<file path="src/include/irig_b_defs.svh">
`ifndef IRIG_B_DEFS_SVH
`define IRIG_B_DEFS_SVH

// character codes on the line
localparam logic [31:0] CHAR_MARK = 32'd80; // "P"
localparam logic [31:0] CHAR_ZERO = 32'd48; // "0"
localparam logic [31:0] CHAR_ONE  = 32'd49; // "1"

// frame geometry
localparam int FRAME_LEN = 100;

// markers sit at every position that is MARK_PERIOD-1 modulo MARK_PERIOD
localparam int MARK_PERIOD = 10;

// width of a position index within the frame
localparam int POS_W = $clog2(FRAME_LEN);

`endif

</file>
<file path="src/hdl/irig_b_pkg.sv">
package irig_b_pkg;

	`include "irig_b_defs.svh"

	typedef enum logic [1:0] {
		SYM_ZERO,
		SYM_ONE,
		SYM_MARK,
		SYM_BAD
	} irig_symbol_e;

	// decoded time as BCD digits with seconds at the low end
	typedef struct packed {
		logic [3:0] year_tens;
		logic [3:0] year_units;
		logic       fill_d;
		logic [1:0] day_hunds;
		logic [3:0] day_tens;
		logic [3:0] day_units;
		logic [1:0] fill_h;
		logic [1:0] hour_tens;
		logic [3:0] hour_units;
		logic       fill_m;
		logic [2:0] min_tens;
		logic [3:0] min_units;
		logic       fill_s;
		logic [2:0] sec_tens;
		logic [3:0] sec_units;
	} irig_time_t;

	// position 99 first, so each field's lsb lands on its lowest position
	typedef struct packed {
		logic [40:0] rsv_99_59;
		logic [3:0]  year_tens;    // 58..55
		logic        rsv_54;
		logic [3:0]  year_units;   // 53..50
		logic [7:0]  rsv_49_42;
		logic [1:0]  day_hunds;    // 41..40
		logic        rsv_39;
		logic [3:0]  day_tens;     // 38..35
		logic        rsv_34;
		logic [3:0]  day_units;    // 33..30
		logic [2:0]  rsv_29_27;
		logic [1:0]  hour_tens;    // 26..25
		logic        rsv_24;
		logic [3:0]  hour_units;   // 23..20
		logic [1:0]  rsv_19_18;
		logic [2:0]  min_tens;     // 17..15
		logic        rsv_14;
		logic [3:0]  min_units;    // 13..10
		logic        rsv_9;
		logic [2:0]  sec_tens;     // 8..6
		logic        rsv_5;
		logic [3:0]  sec_units;    // 4..1
		logic        rsv_0;
	} irig_frame_fields_t;

	typedef union packed {
		logic [FRAME_LEN-1:0] raw;
		irig_frame_fields_t   fields;
	} irig_frame_word_u;

	typedef struct packed {
		logic             en;
		logic [POS_W-1:0] index;
		logic             value;
	} irig_bit_wr_t;

endpackage

</file>
<file path="src/hdl/irig_b.sv">
module irig_b import irig_b_pkg::*; #(
	parameter int BIT_CYCLES = 1250000
) (
	input  logic        clk,
	input  logic        rst_n,
	input  logic [31:0] ex_sig_b_code,
	output irig_time_t  time_out,
	output logic        time_valid,
	output logic        frame_error,
	output logic        locked
);

	logic sample_tick;
	irig_bit_wr_t bit_wr;
	logic frame_done;

	irig_b_bit_timer #(
		.BIT_CYCLES(BIT_CYCLES)
	) bit_timer_i (
		.clk(clk),
		.rst_n(rst_n),
		.sample_tick(sample_tick)
	);

	irig_b_frame_fsm frame_fsm_i (
		.clk(clk),
		.rst_n(rst_n),
		.sample_tick(sample_tick),
		.symbol(ex_sig_b_code),
		.bit_wr(bit_wr),
		.frame_done(frame_done),
		.frame_error(frame_error),
		.locked(locked)
	);

	irig_b_time_assembler time_assembler_i (
		.clk(clk),
		.rst_n(rst_n),
		.bit_wr(bit_wr),
		.frame_done(frame_done),
		.time_out(time_out),
		.time_valid(time_valid)
	);

endmodule

</file>
<file path="src/hdl/irig_b_bit_timer.sv">
module irig_b_bit_timer #(
	parameter int BIT_CYCLES = 1250000
) (
	input  logic clk,
	input  logic rst_n,
	output logic sample_tick
);

	localparam int CNT_W = $clog2(BIT_CYCLES);
	localparam logic [CNT_W-1:0] CNT_LAST = CNT_W'(BIT_CYCLES - 1);
	localparam logic [CNT_W-1:0] CNT_MID = CNT_W'(BIT_CYCLES / 2 - 1);

	logic [CNT_W-1:0] cnt;

	// free running over one bit period
	always_ff @(posedge clk) begin
		if (!rst_n) begin
			cnt <= '0;
		end else if (cnt == CNT_LAST) begin
			cnt <= '0;
		end else begin
			cnt <= cnt + 1'b1;
		end
	end

	// sample mid period away from symbol edges
	assign sample_tick = (cnt == CNT_MID);

endmodule

</file>
<file path="src/hdl/irig_b_frame_fsm.sv">
module irig_b_frame_fsm import irig_b_pkg::*; (
	input  logic         clk,
	input  logic         rst_n,
	input  logic         sample_tick,
	input  logic [31:0]  symbol,
	output irig_bit_wr_t bit_wr,
	output logic         frame_done,
	output logic         frame_error,
	output logic         locked
);

	localparam int SLOT_W = $clog2(MARK_PERIOD);
	localparam logic [SLOT_W-1:0] SLOT_MARK = SLOT_W'(MARK_PERIOD - 1);
	localparam logic [POS_W-1:0] POS_LAST = POS_W'(FRAME_LEN - 1);

	typedef enum logic [1:0] {
		SEARCH,
		SEEN_MARK,
		FRAME,
		AWAIT_REF
	} state_e;

	state_e state;
	irig_symbol_e sym;
	logic [POS_W-1:0] pos;
	logic [SLOT_W-1:0] slot; // pos modulo MARK_PERIOD

	always_comb begin
		case (symbol)
			CHAR_MARK: sym = SYM_MARK;
			CHAR_ZERO: sym = SYM_ZERO;
			CHAR_ONE:  sym = SYM_ONE;
			default:   sym = SYM_BAD;
		endcase
	end

	always_ff @(posedge clk) begin
		if (!rst_n) begin
			state <= SEARCH;
			pos <= '0;
			slot <= '0;
			bit_wr <= '0;
			frame_done <= 1'b0;
			frame_error <= 1'b0;
		end else begin
			bit_wr.en <= 1'b0;
			frame_done <= 1'b0;
			frame_error <= 1'b0;
			if (sample_tick) begin
				case (state)
					SEARCH: if (sym == SYM_MARK) state <= SEEN_MARK;
					SEEN_MARK, AWAIT_REF: begin
						if (sym == SYM_MARK) begin // reference marker at position 0
							state <= FRAME;
							pos <= POS_W'(1);
							slot <= SLOT_W'(1);
						end else begin
							state <= SEARCH;
							frame_error <= (state == AWAIT_REF);
						end
					end
					FRAME: begin
						if (sym == SYM_BAD) begin
							state <= SEARCH;
							frame_error <= 1'b1;
						end else if (slot == SLOT_MARK) begin
							if (sym != SYM_MARK) begin
								state <= SEARCH;
								frame_error <= 1'b1;
							end else if (pos == POS_LAST) begin
								state <= AWAIT_REF;
								frame_done <= 1'b1;
							end else begin
								pos <= pos + 1'b1;
								slot <= '0;
							end
						end else if (sym == SYM_MARK) begin
							// in a run of markers the last one is the reference
							if (pos != POS_W'(1)) begin
								state <= SEARCH;
								frame_error <= 1'b1;
							end
						end else begin
							bit_wr.en <= 1'b1;
							bit_wr.index <= pos;
							bit_wr.value <= (sym == SYM_ONE);
							pos <= pos + 1'b1;
							slot <= slot + 1'b1;
						end
					end
					default: state <= SEARCH;
				endcase
			end
		end
	end

	assign locked = (state == FRAME) || (state == AWAIT_REF);

endmodule

</file>
<file path="src/hdl/irig_b_time_assembler.sv">
module irig_b_time_assembler import irig_b_pkg::*; (
	input  logic         clk,
	input  logic         rst_n,
	input  irig_bit_wr_t bit_wr,
	input  logic         frame_done,
	output irig_time_t   time_out,
	output logic         time_valid
);

	irig_frame_word_u frame_q;
	irig_time_t frame_time;

	// bit store written by frame position
	always_ff @(posedge clk) begin
		if (bit_wr.en) begin
			frame_q.raw[bit_wr.index] <= bit_wr.value;
		end
	end

	always_comb begin
		frame_time = '0;
		frame_time.sec_units = frame_q.fields.sec_units;
		frame_time.sec_tens = frame_q.fields.sec_tens;
		frame_time.min_units = frame_q.fields.min_units;
		frame_time.min_tens = frame_q.fields.min_tens;
		frame_time.hour_units = frame_q.fields.hour_units;
		frame_time.hour_tens = frame_q.fields.hour_tens;
		frame_time.day_units = frame_q.fields.day_units;
		frame_time.day_tens = frame_q.fields.day_tens;
		frame_time.day_hunds = frame_q.fields.day_hunds;
		frame_time.year_units = frame_q.fields.year_units;
		frame_time.year_tens = frame_q.fields.year_tens;
	end

	always_ff @(posedge clk) begin
		if (!rst_n) begin
			time_out <= '0;
			time_valid <= 1'b0;
		end else begin
			time_valid <= frame_done;
			if (frame_done) begin
				time_out <= frame_time; // held until the next good frame
			end
		end
	end

endmodule

</file>
<file path="config.mk">
export PLATFORM = sky130hd
export DESIGN_NAME = irig_b
export DESIGN_NICKNAME = d
export VERILOG_FILES = /design/src/hdl/irig_b_pkg.sv /design/src/hdl/irig_b.sv /design/src/hdl/irig_b_bit_timer.sv /design/src/hdl/irig_b_frame_fsm.sv /design/src/hdl/irig_b_time_assembler.sv
export VERILOG_INCLUDE_DIRS = /design/src /design/src/include
export SDC_FILE = /design/constraint.sdc
export NUM_CORES = 1
export LEC_CHECK = 0
export CAP_MARGIN = 40
export CORE_ASPECT_RATIO = 1.75
export CORE_MARGIN = 4
export CORE_UTILIZATION = 30
export CTS_CLUSTER_SIZE = 20
export DETAILED_ROUTE_END_ITERATION = 10
export DONT_BUFFER_PORTS = 1
export PLACE_DENSITY = 0.56
export SLEW_MARGIN = 20
export SYNTH_ARGS = -nofsm -noshare
export SYNTH_HDL_FRONTEND = slang
export SYNTH_SLANG_ARGS = --single-unit
</file>
<file path="constraint.sdc">
create_clock -name clk -period 4.95 [get_ports clk]
set_input_delay 0.99 -clock clk [delete_from_list [all_inputs] [get_ports clk]]
set_output_delay 0.99 -clock clk [all_outputs]
set_load 0.1 [all_outputs]
</file>
==> metrics.md <==
| Metric | Value |
|---|---|
| Outcome | finished, final reports clean |
| Most frequent cells in the layout | nor2_1 (125), dfxtp_1 (83), mux2i_1 (46), edfxtp_1 (38), buf_8 (30) |
| Worst VDD drop | 0.000150 V |
| RSZ-0062 raised after global routing | no |
| Critical path data arrival time | 2.91 ns |
| Hold Crit Start | bit_timer_i.cnt[0] |
| Leak Pwr | 2.27 nW |
| Largest net degree at the start of global routing | 44 |
| Nets | 580 |
| WHS Endpoint | bit_timer_i.cnt[0] |
| Post-synthesis sequential area ratio | 0.549 |
| Number of synthesized flops with an enable pin | 38 |
| Grt ovf | 0 |
| Core ar. | 0.0169 sq mm |
| CTS root buf | clkbuf_16 |
| DRC | 0 |
| Die H | 181 um |
| Total GRT Usage | 0.121 |
| Vias/cell | 4.73 |
| Post-CTS setup repair buffer count | 0 |
| First-pass GRT wire length | 18,500 um |
| Required time of the critical path | 5.29 ns |
| Via Count | 3,692 |
| FP Rows | 63 |
| Final HPWL DP | 8420 um |
| Type of destination of the critical path | flip-flop |
| Cell Pwr Density | 344 mW/mm^2 |
| Clock sinks | 122 |
| Cells after Synth | 501 |
| Total Routed Length | 11,200 um |
| TritonCTS clock tree | yes |
| Worst reg2reg path startpoint | bit_timer_i.cnt[0] |
| Slew @ Worst Pin | 0.727 ns |
| Initial Util | 0.305 |
| Vias in the first global route | 3,705 |
| Crit path kind | primary input to flip-flop |
| Clock power share | 0.537 |
| Crit path time final | 2.57 ns |
| Period utilization | 0.519 |
| Commonest non-fill, non-tap cell in the layout | nor2_1 |
| Logic gate share of total power | 0.016 |
| Main synth FF type | dfxtp_1 |
| Clock transition at the registers of the reported paths | 0.06 ns |
| Proportion of layout cells with a drive suffix above 1 | 0.170 |
| CTS Buf Count | 17 |
| P_int | 1.81 mW |
| Reg power frac | 0.447 |
| CP Launch Type | primary input |
| Layout area overhead | 30.4% |
| Worst min-delay path class | flip-flop to flip-flop |
| Final Max Tran Viols | 0 |
| Number of DRC markers in iteration 0 | 167 |
| Rel. slew slack | 0.512 |
| Post-route ant nets | 0 |
| Ports | 80 |
| CTS H-tree lvls | 4 |
| Sw Ratio | 0.214 |
| DR WL/cell | 14.4 um |
| Antenna fix cells | 0 |
| Seq cells post-synth | 122 |
| Final core area utilization | 0.397 |
| YS warnings | 0 |
| Drt first pass iters | 5 |
| CTS-repair resized insts | 0 |
| Clock buffer depth | 2 |
| # setup viols final | 0 |
| Yosys cell types | 56 |
| Die area | 0.0194 sq mm |
| R2r endpoint | frame_fsm_i.bit_wr[0] |
| Hold Crit Depth | 1 |
| Mapped cell area | 0.00514 sq mm |
| I/O Buffers | 0 |
| Worst reg-to-reg setup slack | 2.50 ns |
| Clk Latency, worst-skew pair | 0.41 ns |
| Max-cap check violation count | 0 |
| TNS Setup | 0 ns |
| GP Congestion | 0.838 |
| Die width | 107 um |
| Worst Clk Skew | 0.0104 ns |
| Fmax | 389 MHz |
| Psw | 493 uW |
| Initial antenna violation count | 0 |
| R2R cell count | 7 |
| CP Max Fanout | 7 |
| Share of flip-flops with an asynchronous set or reset | 0 |
| Mean post-synth cell area | 10.3 sq um |
| Final Hold Fails | 0 |
| Hold buffer count at CTS | 0 |
[sequential cells by signal (all words and copies together) (netlist names), 2 cells and up]
name	cells
time_assembler_i.frame_q	38
frame_fsm_i.pos	7
time_assembler_i.time_out	38
bit_timer_i.cnt	21
frame_fsm_i.state	2
frame_fsm_i.bit_wr	9
frame_fsm_i.slot	4
[metrics by stage]
stage	hold WS [ns]	cells	setup WS (ns)	instance area (sq um)	total power [mW]
final	0.450	781	2.38	6700	2.30
after global routing	0.473	781	2.09	6700	2.37
after CTS	0.454	780	2.39	6690	2.33
after detailed placement	0.443	748	1.96	6090	1.09
after global placement	0.427	706	2.00	5320	1.09
after floorplan	0.418	505	2.26	5150	1.09
[worst max-delay path, stage by stage]
cell and delay [ns]:
nor4_2 0.28, nand4_2 0.24, nor4_1 0.51, o2111ai_2 0.26
or4_1 0.53, o21ai_1 0.10
[metal layers]
| layer | wire length [um] | global-route usage | vias to the layer above |
|---|---|---|---|
| li1 | - | - | 1823 |
| met1 | 4130 | 0.122 | 1752 |
| met2 | 6390 | 0.228 | 96 |
| met3 | 480 | 0.0336 | 21 |
| met4 | 211 | 0.0507 | 0 |
| met5 | 0 | 0 | - |
[kinds of logic (layout without fill, tap and decap cells)]
family / count (synthesis) / after routing / synth area share
AO/OA/AOI/OAI: 36 / 36 / 0.0450
buffers and inverters: 36 / 85 / 0.0324
other: 1 / 5 / 0.000730
flip-flops: 122 / 122 / 0.549
XOR/XNOR: 19 / 19 / 0.0324
adder cells (fa/ha/maj): 5 / 5 / 0.0122
AND/OR/NAND/NOR: 236 / 236 / 0.238
multiplexers: 46 / 46 / 0.0896
[power groups by stage]
stage | Clock, mW | Combinational [mW] | Sequential [mW]
2_1_floorplan | 0 | 0.0373 | 1.05
3_3_place_gp | 0 | 0.0371 | 1.05
3_5_place_dp | 0 | 0.0377 | 1.05
4_1_cts | 1.26 | 0.0378 | 1.03
5_1_grt | 1.31 | 0.0405 | 1.03
6_report | 1.24 | 0.0373 | 1.03
[synth_stat cells (3+ instances only)]
cell type | instances | area share
o21ai_0 | 10 | 0.0097
nor3_1 | 5 | 0.0049
ha_1 | 5 | 0.012
edfxtp_1 | 38 | 0.22
nand4_2 | 3 | 0.0073
nand4_1 | 4 | 0.0049
xor2_1 | 11 | 0.019
nor4_2 | 5 | 0.012
or4_1 | 4 | 0.0058
nand2_1 | 28 | 0.020
a21oi_1 | 10 | 0.0097
dfxtp_1 | 84 | 0.33
inv_1 | 7 | 0.0051
xnor2_1 | 8 | 0.014
mux2i_1 | 46 | 0.090
nand3_1 | 21 | 0.020
and3_1 | 4 | 0.0049
o211ai_1 | 5 | 0.0073
nor2_1 | 125 | 0.091
nor2b_1 | 5 | 0.0061
buf_4 | 5 | 0.0073
nand3b_1 | 5 | 0.0073
clkbuf_1 | 19 | 0.014
[how the worst max path moves through the flow]
stage / start / end
after floorplan: ex_sig_b_code[1] / frame_fsm_i.pos[6]
after global routing: ex_sig_b_code[7] / frame_fsm_i.bit_wr[0]
after global placement: ex_sig_b_code[1] / frame_fsm_i.bit_wr[0]
after CTS: ex_sig_b_code[1] / frame_fsm_i.bit_wr[0]
after detailed placement: ex_sig_b_code[1] / frame_fsm_i.bit_wr[0]
final: ex_sig_b_code[16] / frame_fsm_i.pos[6]
[area by class of cell]
class / count / area [sq um]
Multi-Input combinational cell: 347 / 2160
Inverter: 7 / 26.3
Clock buffer: 20 / 458
Timing Repair Buffer: 46 / 803
Sequential cell: 122 / 2820
Fill cell: 1638 / 10200
Clock inverter: 12 / 140
Tap cell: 227 / 284
No activity file was read; power rests on OpenSTA's default activity.
